$ cat src/design/gambit_consts.svh
// gambit decode front constants: opcode map, instruction field positions and widths
`ifndef GAMBIT_CONSTS_SVH
`define GAMBIT_CONSTS_SVH

// ==================================================
// widths
// ==================================================
`define INSTR_W 52
`define CONST_W 52
`define OPC_W 7
`define TAG_W 8
`define MSZ_W 3

// immediate fields all start at bit 17
`define IMM_LO 17
`define C8_HI 24
`define C22_HI 38
`define C35_HI 51
// branch displacement sits in the top 12 bits
`define DISP_HI 51
`define DISP_LO 40
// indexed memory select for the 8-bit displacement forms
`define ONE_BIT 16

// memory access sizes
`define MSZ_BYTE 3'd0
`define MSZ_WORD 3'd1

// ==================================================
// opcodes
// ==================================================
// register-register forms, the low nibble picks the operation
`define ADD_3R 7'h04
`define SUB_3R 7'h05
`define CMP_3R 7'h06
`define CMPU_3R 7'h07
`define AND_3R 7'h08
`define OR_3R 7'h09
`define DIV_3R 7'h0C
`define CSR 7'h0F
// 22-bit immediate forms
`define ADD_RI22 7'h14
`define SUB_RI22 7'h15
`define CMP_RI22 7'h16
`define CMPU_RI22 7'h17
`define AND_RI22 7'h18
`define OR_RI22 7'h19
// 35-bit immediate forms
`define ADD_RI35 7'h24
`define SUB_RI35 7'h25
`define CMP_RI35 7'h26
`define CMPU_RI35 7'h27
`define AND_RI35 7'h28
`define OR_RI35 7'h29
// flow control
`define JAL 7'h30
`define JAL_RN 7'h31
`define BRANCH0 7'h32
`define BRANCH1 7'h33
`define BRKGRP 7'h38
`define RETGRP 7'h39
`define STPGRP 7'h3A
// memory, bit 0 selects byte size, bit 3 selects store
`define LD_D8 7'h40
`define LDB_D8 7'h41
`define ST_D8 7'h48
`define STB_D8 7'h49
`define LD_D22 7'h50
`define LDB_D22 7'h51
`define ST_D22 7'h58
`define STB_D22 7'h59
`define LD_D35 7'h60
`define LDB_D35 7'h61
`define ST_D35 7'h68
`define STB_D35 7'h69

`endif

$ cat src/design/gambitPkg.sv
// gambit decode front types: instruction formats, fetch item and decode bundle
`include "gambit_consts.svh"

package gambitPkg;

	// generic view, opcode in the low bits
	typedef struct packed
	{
		logic [`INSTR_W-`OPC_W-1:0] rest;
		logic [`OPC_W-1:0] opcode;
	} GenFmt;

	// 8-bit displacement memory and 3R forms
	typedef struct packed
	{
		logic [`INSTR_W-`C8_HI-2:0] upper;
		logic [`C8_HI-`IMM_LO:0] const8;
		logic one;
		logic [`ONE_BIT-`OPC_W-1:0] mid;
		logic [`OPC_W-1:0] opcode;
	} Ri8Fmt;

	// conditional branch, displacement at the top
	typedef struct packed
	{
		logic [`DISP_HI-`DISP_LO:0] disp;
		logic [`DISP_LO-`OPC_W-1:0] rest;
		logic [`OPC_W-1:0] opcode;
	} BrFmt;

	// jump and link through a register
	typedef struct packed
	{
		logic [`C35_HI-`IMM_LO:0] tgt;
		logic [`IMM_LO-`OPC_W-1:0] regs;
		logic [`OPC_W-1:0] opcode;
	} JalRnFmt;

	// one raw word, decoded per format
	typedef union packed
	{
		GenFmt gen;
		Ri8Fmt ri8;
		BrFmt br;
		JalRnFmt jalrn;
	} Instruction;

	typedef struct packed
	{
		Instruction instr;
		logic [`TAG_W-1:0] tag;
	} FetchItem;

	// constant, tag, then the classification flags
	typedef struct packed
	{
		logic [`CONST_W-1:0] constant;
		logic [`TAG_W-1:0] tag;
		logic isAlu;
		logic isAlu0;
		logic isCmp;
		logic isFlowCtrl;
		logic isLoad;
		logic isStore;
		logic isMem;
		logic isMemNdx;
		logic [`MSZ_W-1:0] memSize;
		logic isJal;
		logic isBranch;
		logic isBrkGrp;
		logic isRetGrp;
		logic writesReg;
	} DecodeBundle;

endpackage

$ cat src/design/fetchStage.sv
// fetch stage: four-phase input port feeding a one-entry holding register
module fetchStage
	import gambitPkg::*;
(
	input  logic     clk,
	input  logic     rstN,
	input  logic     inReq,
	input  FetchItem inItem,
	output logic     inAck,
	input  logic     decHold,
	output logic     fetchValid,
	output FetchItem fetchItem
);
	// bit 0 is the acknowledge, so inAck comes straight off a flop
	localparam logic [1:0] ST_IDLE = 2'b00;
	localparam logic [1:0] ST_CAPTURED = 2'b01;
	localparam logic [1:0] ST_WAIT_RELEASE = 2'b10;

	logic [1:0] state;
	// request as sampled on the last edge
	logic reqSeen;
	logic full;
	logic capture;
	logic leaving;

	// entry drains when the decoder takes it
	assign leaving = full && !decHold;
	// only an empty entry takes a new word, and only once per request
	assign capture = reqSeen && !full && (state != ST_CAPTURED);

	assign inAck = state[0];
	assign fetchValid = full;

	always_ff @(posedge clk)
	begin
		if (!rstN)
		begin
			state <= ST_IDLE;
			reqSeen <= 1'b0;
			full <= 1'b0;
		end
		else
		begin
			reqSeen <= inReq;
			case (state)
				ST_IDLE:
					if (capture)
						state <= ST_CAPTURED;
					else if (reqSeen)
						state <= ST_WAIT_RELEASE;
				// request pending, entry still occupied downstream
				ST_WAIT_RELEASE:
					if (capture)
						state <= ST_CAPTURED;
				// ack high until the producer withdraws
				ST_CAPTURED:
					if (!reqSeen)
						state <= ST_IDLE;
				default:
					state <= ST_IDLE;
			endcase
			if (capture)
				full <= 1'b1;
			else if (leaving)
				full <= 1'b0;
		end
	end

	always_ff @(posedge clk)
	begin
		if (capture)
			fetchItem <= inItem;
	end

	// ack only ever answers a request already on the port
	assert property (@(posedge clk) disable iff (!rstN) $rose(inAck) |-> $past(inReq))
		else $error("inAck rose while inReq was low");

endmodule

$ cat src/design/instrDecoder.sv
// instruction decoder: classifies the opcode and extracts the constant into the decode stage
`include "gambit_consts.svh"

module instrDecoder
	import gambitPkg::*;
(
	input  logic        clk,
	input  logic        rstN,
	input  logic        fetchValid,
	input  FetchItem    fetchItem,
	output logic        decHold,
	input  logic        issueHold,
	output logic        decValid,
	output DecodeBundle decBundle
);
	logic full;
	logic accept;
	DecodeBundle decoded;

	// ==================================================
	// classification
	// ==================================================
	// cmp and csr count as alu work too
	function automatic logic isAluOp(input Instruction isn);
		return isn.gen.opcode inside {`ADD_3R, `ADD_RI22, `ADD_RI35, `SUB_3R, `SUB_RI22,
			`SUB_RI35, `AND_3R, `AND_RI22, `AND_RI35, `OR_3R, `OR_RI22, `OR_RI35,
			`CMP_3R, `CMP_RI22, `CMP_RI35, `CMPU_3R, `CMPU_RI22, `CMPU_RI35, `DIV_3R, `CSR};
	endfunction

	// only alu0 has the divider and csr access
	function automatic logic isAlu0Op(input Instruction isn);
		return isn.gen.opcode inside {`DIV_3R, `CSR};
	endfunction

	function automatic logic isCmpOp(input Instruction isn);
		return isn.gen.opcode inside {`CMP_3R, `CMP_RI22, `CMP_RI35,
			`CMPU_3R, `CMPU_RI22, `CMPU_RI35};
	endfunction

	function automatic logic isFlowOp(input Instruction isn);
		return isn.gen.opcode inside {`JAL, `JAL_RN, `BRANCH0, `BRANCH1,
			`BRKGRP, `RETGRP, `STPGRP};
	endfunction

	function automatic logic isLoadOp(input Instruction isn);
		return isn.gen.opcode inside {`LD_D8, `LD_D22, `LD_D35, `LDB_D8, `LDB_D22, `LDB_D35};
	endfunction

	function automatic logic isStoreOp(input Instruction isn);
		return isn.gen.opcode inside {`ST_D8, `ST_D22, `ST_D35, `STB_D8, `STB_D22, `STB_D35};
	endfunction

	// indexed addressing exists only in the 8-bit displacement forms
	function automatic logic isMemNdxOp(input Instruction isn);
		if (isn.ri8.opcode inside {`LD_D8, `LDB_D8, `ST_D8, `STB_D8})
			return ~isn.ri8.one;
		return 1'b0;
	endfunction

	// non-memory ops report word size as well
	function automatic logic [`MSZ_W-1:0] memSizeOf(input Instruction isn);
		if (isn.gen.opcode inside {`LDB_D8, `LDB_D22, `LDB_D35, `STB_D8, `STB_D22, `STB_D35})
			return `MSZ_BYTE;
		return `MSZ_WORD;
	endfunction

	function automatic logic isJalOp(input Instruction isn);
		return isn.gen.opcode == `JAL || isn.jalrn.opcode == `JAL_RN;
	endfunction

	// predictable branches only
	function automatic logic isBranchOp(input Instruction isn);
		return isn.br.opcode inside {`BRANCH0, `BRANCH1};
	endfunction

	// unknown opcodes fall through as register writers
	function automatic logic writesRegOp(input Instruction isn);
		return !(isn.gen.opcode inside {`STPGRP, `BRANCH0, `BRANCH1, `ST_D8, `ST_D22,
			`ST_D35, `STB_D8, `STB_D22, `STB_D35});
	endfunction

	// ==================================================
	// constant extraction
	// ==================================================
	function automatic logic hasConst8(input Instruction isn);
		return isn.gen.opcode inside {`ADD_3R, `SUB_3R, `AND_3R, `OR_3R, `CMP_3R, `CMPU_3R,
			`LD_D8, `LDB_D8, `ST_D8, `STB_D8};
	endfunction

	function automatic logic hasConst22(input Instruction isn);
		return isn.gen.opcode inside {`ADD_RI22, `SUB_RI22, `AND_RI22, `OR_RI22, `CMP_RI22,
			`CMPU_RI22, `LD_D22, `LDB_D22, `ST_D22, `STB_D22};
	endfunction

	// priority is branch disp, then const8, then const22, else const35
	function automatic logic [`CONST_W-1:0] extractConst(input Instruction isn);
		logic [`INSTR_W-1:0] raw;
		raw = isn;
		if (isBranchOp(isn))
			return {{(`CONST_W-`DISP_HI+`DISP_LO-1){isn.br.disp[`DISP_HI-`DISP_LO]}},
				isn.br.disp};
		if (hasConst8(isn))
			return {{(`CONST_W-`C8_HI+`IMM_LO-1){isn.ri8.const8[`C8_HI-`IMM_LO]}},
				isn.ri8.const8};
		if (hasConst22(isn))
			return {{(`CONST_W-`C22_HI+`IMM_LO-1){raw[`C22_HI]}}, raw[`C22_HI:`IMM_LO]};
		return {{(`CONST_W-`C35_HI+`IMM_LO-1){raw[`C35_HI]}}, raw[`C35_HI:`IMM_LO]};
	endfunction

	always_comb
	begin
		decoded.constant = extractConst(fetchItem.instr);
		decoded.tag = fetchItem.tag;
		decoded.isAlu = isAluOp(fetchItem.instr);
		decoded.isAlu0 = isAlu0Op(fetchItem.instr);
		decoded.isCmp = isCmpOp(fetchItem.instr);
		decoded.isFlowCtrl = isFlowOp(fetchItem.instr);
		decoded.isLoad = isLoadOp(fetchItem.instr);
		decoded.isStore = isStoreOp(fetchItem.instr);
		decoded.isMem = isLoadOp(fetchItem.instr) || isStoreOp(fetchItem.instr);
		decoded.isMemNdx = isMemNdxOp(fetchItem.instr);
		decoded.memSize = memSizeOf(fetchItem.instr);
		decoded.isJal = isJalOp(fetchItem.instr);
		decoded.isBranch = isBranchOp(fetchItem.instr);
		decoded.isBrkGrp = fetchItem.instr.gen.opcode == `BRKGRP;
		decoded.isRetGrp = fetchItem.instr.gen.opcode == `RETGRP;
		decoded.writesReg = writesRegOp(fetchItem.instr);
	end

	// ==================================================
	// decode stage register
	// ==================================================
	// full and stuck behind the issue stage
	assign decHold = full && issueHold;
	assign accept = fetchValid && !decHold;
	assign decValid = full;

	always_ff @(posedge clk)
	begin
		if (!rstN)
			full <= 1'b0;
		else if (accept)
			full <= 1'b1;
		else if (!issueHold)
			full <= 1'b0;
	end

	always_ff @(posedge clk)
	begin
		if (accept)
			decBundle <= decoded;
	end

	assert property (@(posedge clk) disable iff (!rstN)
		decValid |-> !(decBundle.isLoad && decBundle.isStore))
		else $error("decoded bundle is both load and store");

endmodule

$ cat src/design/issueStage.sv
// issue stage: output holding register driving the four-phase issue port
module issueStage
	import gambitPkg::*;
(
	input  logic        clk,
	input  logic        rstN,
	input  logic        decValid,
	input  DecodeBundle decBundle,
	output logic        issueHold,
	output logic        outReq,
	output DecodeBundle outBundle,
	input  logic        outAck
);
	// bit 0 is the request, kept glitch free off the state flop
	localparam logic [1:0] ST_EMPTY = 2'b00;
	localparam logic [1:0] ST_REQUESTING = 2'b01;
	localparam logic [1:0] ST_RELEASING = 2'b10;

	logic [1:0] state;
	logic released;
	logic load;

	// consumer has dropped ack, the handshake is complete this edge
	assign released = (state == ST_RELEASING) && !outAck;
	// a finished release frees the entry for a same-edge reload
	assign issueHold = (state != ST_EMPTY) && !released;
	assign load = decValid && !issueHold;
	assign outReq = state[0];

	always_ff @(posedge clk)
	begin
		if (!rstN)
			state <= ST_EMPTY;
		else
		begin
			case (state)
				ST_EMPTY:
					if (load)
						state <= ST_REQUESTING;
				ST_REQUESTING:
					if (outAck)
						state <= ST_RELEASING;
				// wait for ack low before the next request
				ST_RELEASING:
					if (released)
						state <= load ? ST_REQUESTING : ST_EMPTY;
				default:
					state <= ST_EMPTY;
			endcase
		end
	end

	always_ff @(posedge clk)
	begin
		if (load)
			outBundle <= decBundle;
	end

	// bundle holds still across the request phase
	assert property (@(posedge clk) disable iff (!rstN)
		outReq && $past(outReq) |-> $stable(outBundle))
		else $error("outBundle changed while outReq was high");

	// request only withdrawn once the consumer has acked
	assert property (@(posedge clk) disable iff (!rstN) $fell(outReq) |-> $past(outAck))
		else $error("outReq dropped before outAck");

endmodule

$ cat src/design/decodeTop.sv
// decode front top: fetch, decode and issue stages between two four-phase ports
module decodeTop
	import gambitPkg::*;
(
	input  logic        clk,
	input  logic        rstN,
	input  logic        inReq,
	input  FetchItem    inItem,
	output logic        inAck,
	output logic        outReq,
	output DecodeBundle outBundle,
	input  logic        outAck
);
	// fetch to decode link
	logic fetchValid;
	FetchItem fetchItem;
	logic decHold;
	// decode to issue link
	logic decValid;
	DecodeBundle decBundle;
	logic issueHold;

	fetchStage uFetch
	(
		.clk(clk),
		.rstN(rstN),
		.inReq(inReq),
		.inItem(inItem),
		.inAck(inAck),
		.decHold(decHold),
		.fetchValid(fetchValid),
		.fetchItem(fetchItem)
	);

	instrDecoder uDecode
	(
		.clk(clk),
		.rstN(rstN),
		.fetchValid(fetchValid),
		.fetchItem(fetchItem),
		.decHold(decHold),
		.issueHold(issueHold),
		.decValid(decValid),
		.decBundle(decBundle)
	);

	issueStage uIssue
	(
		.clk(clk),
		.rstN(rstN),
		.decValid(decValid),
		.decBundle(decBundle),
		.issueHold(issueHold),
		.outReq(outReq),
		.outBundle(outBundle),
		.outAck(outAck)
	);

endmodule

$ cat config.mk
export PLATFORM = sky130hd
export DESIGN_NAME = decodeTop
export DESIGN_NICKNAME = d
export VERILOG_FILES = /design/src/design/gambitPkg.sv /design/src/design/fetchStage.sv /design/src/design/instrDecoder.sv /design/src/design/issueStage.sv /design/src/design/decodeTop.sv
export VERILOG_INCLUDE_DIRS = /design/src /design/src/design
export SDC_FILE = /design/constraint.sdc
export NUM_CORES = 1
export LEC_CHECK = 0
export BUFFER_PORTS_ARGS = -buffer_cell sky130_fd_sc_hd__buf_4
export CAP_MARGIN = 20
export CORE_AREA = 2 2 141 88
export DETAILED_ROUTE_END_ITERATION = 12
export DIE_AREA = 0 0 143 90
export PLACE_DENSITY_LB_ADDON = 0.05
export REMOVE_ABC_BUFFERS = 1
export SYNTH_ARGS = -nofsm -noshare
export SYNTH_HDL_FRONTEND = slang
export SYNTH_SLANG_ARGS = --single-unit
$ cat constraint.sdc
create_clock -name clk -period 16.8 [get_ports clk]
set_input_delay 3.36 -clock clk [delete_from_list [all_inputs] [get_ports clk]]
set_output_delay 3.36 -clock clk [all_outputs]
set_load 0.005 [all_outputs]
# [Yosys cells after proc, flatten, opt, wreduce, memory -nomap -nowiden]
# Index checks and enable logic that the tools add are counted.
[classes] muxes=30 bitwise=1 eq_ne=51 n_reduce_logical=33
[op_table] operator="two-way mux 52 bit" count=6
[op_table] operator="== test 7 x 6 -> 1 bit (second input constant)" count=13
[op_table] operator="== test 7 bit (second input constant)" count=12
[op_table] operator="== test 7 x 5 -> 1 bit (second input constant)" count=6
[op_table] operator="== test 7 x 3 -> 1 bit (second input constant)" count=4
[op_table] operator="== test 7 x 4 -> 1 bit (second input constant)" count=4
[op_table] operator="nonzero test 6 bit" count=4
[op_table] operator="nonzero test 10 bit" count=2
[op_table] operator="nonzero test 20 bit" count=1
[op_table] operator="two-way mux 1 bit" count=15
[op_table] operator="two-way mux 2 bit" count=7
[op_table] operator="case mux 2 bit (3 select lines)" count=2
[op_table] operator="nonzero test 9 bit" count=1
[op_table] operator="!= test 2 x 1 -> 1 bit (second input constant)" count=4
[op_table] operator="nonzero test 2 bit" count=4
[op_table] operator="logical AND 1 bit" count=7
[op_table] operator="nonzero test 7 bit" count=1
[op_table] operator="zero test 1 bit" count=6
[op_table] operator="!= test 2 bit (second input constant)" count=3
[op_table] operator="AND reduction 3 bit" count=2
[op_table] operator="== test 2 x 1 -> 1 bit (second input constant)" count=2
[op_table] operator="== test 2 bit (second input constant)" count=2
[op_table] operator="zero test 2 bit" count=2
[op_table] operator="nonzero test 4 bit" count=1
[op_table] operator="3 further kinds" count=4
[word_totals] elab_cells=154 output_inout_bits=78 inputBits=64 reg_bits=215

# [Logic depth before layout (Yosys ltp)]
# Gate-level depths: netlist of run 1.
[logic_depth] depth_word=9 mapped_depth=9 mapped_depth_nobuf=5

# [Modules after synthesis]
# From an unflattened synthesis of run 1, not the netlist that was laid out.
[unflattened] cells_unflattened=375 area_unflattened_um2=7068.0
[modules_own_cells] module="instrDecoder" area_each_um2=2732.6 cells_each=214 n_inst=1 seq_area_each_um2=1731.7
[modules_own_cells] module="issueStage" area_each_um2=2384.8 cells_each=87 n_inst=1 seq_area_each_um2=2322.2
[modules_own_cells] module="fetchStage" area_each_um2=1950.6 cells_each=74 n_inst=1 seq_area_each_um2=1881.8

# [Worst setup path before layout of run 1]
# No wires, ideal clock.
[synth_timing] path_type="input -> register" startpoint="in outAck" endpoint="reg, netlist name uIssue.outBundle[0]" required_ps=16244 cell_stages=2 t_arrival_ps=7742 path_buffers=0 setup_ps=556 setup_slack_ps=8502 cell_sequence="and2_1 > nor3b_1"
[synth_via] elab_chain_len=6
[synth_rtl] item="from (decl)" line="decodeTop.sv:12" source="input logic outAck"
[synth_rtl] item="zero test 1 bit" line="issueStage.sv:24" source="assign released = (state == ST_RELEASING) && !outAck;"
[synth_rtl] item="logical AND 1 bit" line="issueStage.sv:24"
[synth_rtl] item="zero test 1 bit" line="issueStage.sv:26" source="assign issueHold = (state != ST_EMPTY) && !released;"
[synth_rtl] item="logical AND 1 bit" line="issueStage.sv:26"
[synth_rtl] item="zero test 1 bit" line="issueStage.sv:27" source="assign load = decValid && !issueHold;"
[synth_rtl] item="logical AND 1 bit" line="issueStage.sv:27"
# Every way passes these cells.
# A chain may end at the register's enable or synchronous reset.

==> qor.log, run 1 <==
INFO  finish         register_area=5090um^2
INFO  routing        drt-initial-drc-count=220
INFO  timing         worst_clock_skew=16.2ps
INFO  global_route   largest_net_degree_at_the_start_of_global_routing=59
INFO  die            core-area=11,700um^2
INFO  routing        wl_per_cell=15.9um
INFO  power          fin_total_pwr=0.926mW
INFO  global_route   initial_antenna_violation_count=0
INFO  timing         final.setup.worst_slack=12,120ps
INFO  logic_synthesis synth.yosys.seq_area_share=0.820
INFO  power          ir_worst_vdd=74.3uV
INFO  timing         final_min_period_over_clock_period=0.278
INFO  min_path       hp-class=flip-flop to flip-flop
INFO  finish         area_delta_synth_final=26.0%
INFO  timing         slew_margin_rel=0.376
INFO  finish         fin_nets=540
INFO  power          static-leakage-power=2.99nW
INFO  worst_setup_path critPathKind=flip-flop to output port
INFO  worst_setup_path path_delay_family=flip-flops
INFO  die            core.rowCount=31
INFO  flow_run       timing.max_cap.violations=0
INFO  routing        detail_route.drc_violations=0
INFO  cts            clock_insertion_delay_worst_skew=420ps
INFO  die            die_h=90um
INFO  logic_synthesis yosysWarnings=0
INFO  worst_setup_path cp_max_fo=18
INFO  finish         num_antenna_cells=0
INFO  logic_synthesis post-synth-top-area-fraction=0.798
INFO  logic_synthesis synth_cell_types=41
INFO  logic_synthesis syn_area=6210um^2
INFO  worst_setup_path crit_path_max_incr_delay=690ps
INFO  global_route   number_of_global_route_vias_before_repair=3,091
INFO  placement      postPlaceCellArea=7200um^2
INFO  cts            cts_buffers=17
INFO  timing         final_setup_violation_count=0
INFO  logic_synthesis synthesis.instances=354
INFO  finish         fin_util=0.670
INFO  finish         finalNonFillerCells=654
INFO  timing         minimum_period_implied_by_the_final_worst_setup_slack=4680ps
INFO  finish         layout_commonest_cell=edfxtp_1
INFO  finish         fillers=790
INFO  worst_setup_path required=13,440ps
INFO  cts            cts_root_buffer=clkbuf_16
INFO  finish         final_cell_mix=edfxtp_1, buf_4, nand2_1, a21oi_1, clkbuf_16
INFO  worst_setup_path crit_path_cell_trace=buf_4
INFO  timing         unrepaired_setup_endpoints_after_global_routing=false
INFO  global_route   overflow_after_grt=0
INFO  cts            total_of_hold_buffers_inserted_after_clock_tree_synthesis=0
INFO  cts            cts.repair.resized=0
INFO  logic_synthesis postSynthRegisterBits=172
INFO  worst_setup_path worstSetupStartpointType=flip-flop
INFO  logic_synthesis synth_edf_count=165
INFO  cts            cts_setup_buffers=0
INFO  die            floorplan.initialDensity=0.532
INFO  timing         final_hold_violation_count=0
INFO  routing        drt-total-wl=10.4mm
INFO  worst_setup_path arrival=1320ps
INFO  finish         multi_input_comb_area=846um^2
INFO  logic_synthesis post_synth.cell_area_avg=17.5um^2
INFO  worst_setup_path slowest_stage=edfxtp_1
INFO  logic_synthesis ys.flop_type=edfxtp_1
INFO  power          cellPowerDensity=118nW/um^2
INFO  worst_setup_path cp-end-kind=output port
INFO  timing         achievable-frequency=214MHz
INFO  routing        drt_pre_antenna_iters=5
INFO  global_route   groute.usage.overall=0.170
INFO  global_route   wire_length_of_the_first_global_routing_pass=16.0mm
INFO  placement      place.detailed.hpwl=6.50mm
INFO  die            die_width=143um
INFO  logic_synthesis netlist_top_cells_area=edfxtp_1, buf_4, dfxtp_1
INFO  cts            clk_pin_slew_worst_paths=70ps
INFO  placement      globalplace.congestion=0.742
INFO  routing        detailroute.via_count=3,184
INFO  die            ios=142
INFO  cts            tritoncts=done
INFO  placement      port_buffers=130
INFO  die            dieArea=12,900um^2
INFO  placement      placedCellCount=621
INFO  placement      dp_slack=11,800ps
INFO  timing         tns=0ps
INFO  cts            max-clock-path-buffers=2
INFO  worst_setup_path worstPathBufferInverterCount=1
INFO  status         outcome=completed
INFO  timing         timing_worst_slew_pin_value=933ps
INFO  timing         final-max-slew-violation-count=0
INFO  logic_synthesis ys_async_sr_fraction=0
INFO  routing        post_route_antenna_net_violation_count=0
INFO  finish         postLayoutCellArea=7820um^2
INFO  cts            htree_levels=4
INFO  cts            cts.sinks=172
INFO  timing         whs=416ps
INFO  routing        routed_via_density=4.87
INFO  logic_synthesis biggest_area_consumer_among_synthesized_cells=edfxtp_1
INFO  finish         fraction_of_layout_instances_using_a_drive_strength_above_1=0.384
worst register-to-register path, stage by stage, from the launching register on:
cell and delay [ps]:
edfxtp_1 520, nand2_2 150, nand4bb_1 670, nor2_2 650, nor2_1 360, a21o_1 250
area by class of cell:
| class | instances | area share |
|---|---|---|
| clock buffer | 17 | 0.0544 |
| clock inverter | 15 | 0.0237 |
| inverter | 15 | 0.00720 |
| multi-input combinational | 136 | 0.108 |
| sequential | 172 | 0.651 |
| tap | 165 | 0.0264 |
| timing repair buffer | 134 | 0.129 |
sequential cells by signal, indices dropped and copies added, names as in the netlist:
register           count
uFetch.reqSeen         1
uIssue.state           2
uFetch.state           2
uIssue.outBundle      57
uDecode.decBundle     57
uFetch.fetchValid      1
uFetch.fetchItem      51
uDecode.decValid       1
routing by layer:
metal | wire (um) | track usage | up-vias
li1 | - | - | 1536
met1 | 4660 | 0.235 | 1507
met2 | 4740 | 0.249 | 131
met3 | 936 | 0.0559 | 10
met4 | 89 | 0.0751 | 0
met5 | 0 | 0 | -
cell usage after synthesis (3+ instances only):
cell,instances
and3_1,3
a211oi_1,3
nor2_1,9
buf_4,22
o21ai_2,10
buf_6,3
a21oi_1,19
nor2b_1,4
edfxtp_1,165
and2_1,3
inv_1,15
nand2_1,26
buf_2,5
nor2_2,3
a21o_1,15
dfxtp_1,7
o21ai_0,11
where the power goes:
group | total [mW] | switching [mW] | leakage (nW) | internal (mW)
Sequential | 0.489 | 0.00504 | 1.55 | 0.484
Combinational | 0.0355 | 0.0177 | 1.14 | 0.0178
Clock | 0.401 | 0.165 | 0.302 | 0.237
kinds of logic after synthesis:
group,count (synthesis),share of synthesized area
xor+xnor,2,0.00282
mux,3,0.00685
other cells,1,0.000604
buf+inv,47,0.0463
simple gates,68,0.0596
compound gates,61,0.0635
flops,172,0.820
path summary, 6_finish.rpt:
path | endpoint | slack, ps | depth (start not counted) | start
worst min register to register | uIssue.outBundle[44] | 420 | 0 | uDecode.decBundle[44]
worst max-delay path | outBundle[71] | 12120 | 1 | uIssue.outBundle[74]
worst min-delay path | uIssue.outBundle[44] | 420 | 0 | uDecode.decBundle[44]
worst max register to register | uDecode.decBundle[56] | 13940 | 5 | uFetch.fetchItem[13]
No activity file was read; power rests on OpenSTA's default activity.
==> inputs of run 2 (changes only) <==
--- a/config.mk
+++ b/config.mk
@@ -8,9 +8,9 @@
 export LEC_CHECK = 0
 export BUFFER_PORTS_ARGS = -buffer_cell sky130_fd_sc_hd__buf_4
 export CAP_MARGIN = 20
-export CORE_AREA = 2 2 141 88
+export CORE_AREA = 2 2 150 94
 export DETAILED_ROUTE_END_ITERATION = 12
-export DIE_AREA = 0 0 143 90
+export DIE_AREA = 0 0 152 96
 export PLACE_DENSITY_LB_ADDON = 0.05
 export REMOVE_ABC_BUFFERS = 1
 export SYNTH_ARGS = -nofsm -noshare
==> constraint.sdc (replaced) <==
create_clock -name clk -period 4.1 [get_ports clk]
set_input_delay 0.82 -clock clk [delete_from_list [all_inputs] [get_ports clk]]
set_output_delay 0.82 -clock clk [all_outputs]
set_load 0.005 [all_outputs]
==> qor.log, run 2 (synthesis gave the netlist of run 1 again) <==
INFO  timing         tns=0ps [unchanged]
INFO  min_path       number_of_instances_on_the_worst_hold_path=0 [unchanged]
INFO  finish         fin_nets=541 [+0.19%]
INFO  placement      postPlaceCellArea=7230um^2 [+0.43%]
INFO  routing        routed_via_density=4.75 [-2.5%]
INFO  cts            max-clock-path-buffers=2 [unchanged]
INFO  finish         postLayoutCellArea=7780um^2 [-0.53%]
INFO  finish         final_cell_mix=edfxtp_1, buf_4, nand2_1, a21oi_1, clkbuf_16
INFO  finish         layout_commonest_cell=edfxtp_1
INFO  placement      port_buffers=130 [unchanged]
INFO  min_path       hold-path-endpoint=uIssue.outBundle[32]
INFO  cts            clk_pin_slew_worst_paths=70ps [about the same]
INFO  routing        detailroute.via_count=3,158 [-0.82%]
INFO  timing         whs=418ps [+2.23 ps]
INFO  cts            total_of_hold_buffers_inserted_after_clock_tree_synthesis=0 [unchanged]
INFO  cts            cts_root_buffer=clkbuf_16
INFO  routing        detail_route.drc_violations=0 [unchanged]
INFO  timing         timing_worst_slew_pin_value=963ps [+29.7 ps]
INFO  finish         num_antenna_cells=0 [unchanged]
INFO  worst_setup_path r2r_setup_slack=1110ps [-12,830 ps]
INFO  routing        wl_per_cell=15.9um [-0.36%]
INFO  placement      globalplace.congestion=0.785 [+5.8%]
INFO  routing        drt-initial-drc-count=205 [-6.8%]
INFO  timing         final.setup.worst_slack=1110ps [-11,010 ps]
INFO  cts            cts.sinks=172 [unchanged]
INFO  cts            cts.repair.resized=0 [unchanged]
INFO  routing        post_route_antenna_net_violation_count=0 [unchanged]
INFO  power          static-leakage-power=2.96nW [-1.1%]
INFO  worst_setup_path critPathKind=flip-flop to flip-flop
INFO  die            floorplan.initialDensity=0.469 [-0.0634]
INFO  routing        drt_pre_antenna_iters=4 [-1]
INFO  timing         final_setup_violation_count=0 [unchanged]
INFO  placement      dp_slack=1090ps [-10,710 ps]
INFO  power          cellPowerDensity=467nW/um^2 [+290%]
INFO  worst_setup_path worstReg2RegEnd=uDecode.decBundle[55]
INFO  finish         fin_util=0.587 [-0.0830]
INFO  finish         area_delta_synth_final=25.3%
INFO  die            dieArea=14,600um^2 [+13%]
INFO  global_route   largest_net_degree_at_the_start_of_global_routing=58 [-1.7%]
INFO  cts            clock_insertion_delay_worst_skew=420ps [about the same]
INFO  die            ios=142 [unchanged]
INFO  finish         fraction_of_layout_instances_using_a_drive_strength_above_1=0.384 [-0.000785]
INFO  worst_setup_path timing.rr.start=uFetch.fetchItem[11]
INFO  min_path       hold_path.startpoint=uDecode.decBundle[32]
INFO  power          clockPowerShare=0.409 [-0.025]
INFO  power          sw_frac_of_total=0.212 [+0.00966]
INFO  placement      placedCellCount=633 [+1.9%]
INFO  cts            tritoncts=done
INFO  power          internal_power=2.86mW [+290%]
INFO  global_route   groute.usage.overall=0.149 [-0.0215]
INFO  worst_setup_path worstSetupStartpointType=flip-flop
INFO  power          seq_power_share=0.551 [+0.023]
INFO  timing         final_hold_violation_count=0 [unchanged]
INFO  die            core-area=13,300um^2 [+14%]
INFO  placement      place.detailed.hpwl=6.72mm [+3.4%]
INFO  status         outcome=completed
INFO  die            die_h=96um [+6.7%]
INFO  cts            cts_buffers=17 [unchanged]
INFO  worst_setup_path arrival=3150ps [+1830 ps]
INFO  power          fin_total_pwr=3.63mW [+290%]
INFO  flow_run       timing.max_cap.violations=0 [unchanged]
INFO  global_route   initial_antenna_violation_count=0 [unchanged]
INFO  timing         worst_clock_skew=12.9ps [-3.32 ps]
INFO  worst_setup_path ff_to_ff_path_depth=5 [unchanged]
INFO  die            die_width=152um [+6.3%]
INFO  timing         unrepaired_setup_endpoints_after_global_routing=false
INFO  global_route   overflow_after_grt=0 [unchanged]
INFO  routing        drt-total-wl=10.6mm [+1.3%]
INFO  worst_setup_path required=4260ps [-9180 ps]
INFO  timing         achievable-frequency=335MHz
INFO  power          switchingPower=0.771mW [+310%]
INFO  timing         final-max-slew-violation-count=0 [unchanged]
INFO  global_route   number_of_global_route_vias_before_repair=3,067 [-0.78%]
INFO  min_path       hp-class=flip-flop to flip-flop
INFO  worst_setup_path cp_max_fo=16 [-2]
INFO  timing         final_min_period_over_clock_period=0.729
INFO  timing         slew_margin_rel=0.356 [-0.0198]
INFO  worst_setup_path cp-end-kind=flip-flop
INFO  global_route   wire_length_of_the_first_global_routing_pass=16.1mm [+0.65%]
INFO  finish         layout_top_registers=uDecode.decBundle x57, uIssue.outBundle x57, uFetch.fetchItem x51
INFO  power          ir_worst_vdd=258uV [+250%]
INFO  die            core.rowCount=33 [+6.5%]
INFO  power          p_comb_frac=0.040 [+0.002]
INFO  timing         minimum_period_implied_by_the_final_worst_setup_slack=2990ps
INFO  cts            htree_levels=4 [unchanged]
INFO  cts            cts_setup_buffers=0 [unchanged]
INFO  finish         finalNonFillerCells=665 [+1.7%]
[run 2: cell types whose count changed in the layout (fill, tap and decap cells not counted), sizes merged]
cell	previous run	this run
clkinv	7	3
bufinv	3	0
clkbuf	17	20
clkinvlp	0	2
inv	20	22
buf	134	135
[run 2: power by group through the flow]
stage	registers [mW]	clock network, mW	logic [mW]
2_1_floorplan	2.04	0	0.0641
3_3_place_gp	2.04	0	0.143
3_5_place_dp	2.04	0	0.147
4_1_cts	2.00	1.52	0.148
5_1_grt	2.01	1.59	0.161
6_report	2.00	1.49	0.145
[run 2: worst max-delay path: stages (launching register included)]
cell and delay [ps]:
edfxtp_1 530, nor2_4 220, nand4bb_1 620, nor2_2 720
nor2_1 390, a21o_1 250
[run 2: how the worst max path moves through the flow]
stage,start,endpoint,slack [ps],cells after the start
floorplan,outAck,uIssue.outBundle[0],-1660,2
CTS,uFetch.fetchItem[11],uDecode.decBundle[56],1030,5
finish,uFetch.fetchItem[11],uDecode.decBundle[55],1110,5
global placement,uFetch.fetchItem[11],uDecode.decBundle[53],1190,5
detailed placement,uFetch.fetchItem[11],uDecode.decBundle[49],1090,5
global route,uFetch.fetchItem[13],uDecode.decBundle[55],840,5
[run 2: layout make-up]
cell class                 count  area (um^2)
sequential                   172         5090
fill                        1037         5470
timing repair buffer         135         1020
inverter                      15         56.3
multi-input combinational    136          846
clock buffer                  20          447
clock inverter                12          103
tap                          175          219
[run 2: metal layers]
| layer | vias up | GRT usage | routed length, um |
|---|---|---|---|
| met5 | - | 0 | 0 |
| met4 | 0 | 0.0537 | 70 |
| met3 | 9 | 0.0549 | 686 |
| met2 | 97 | 0.229 | 4840 |
| met1 | 1514 | 0.197 | 4970 |
| li1 | 1538 | - | - |
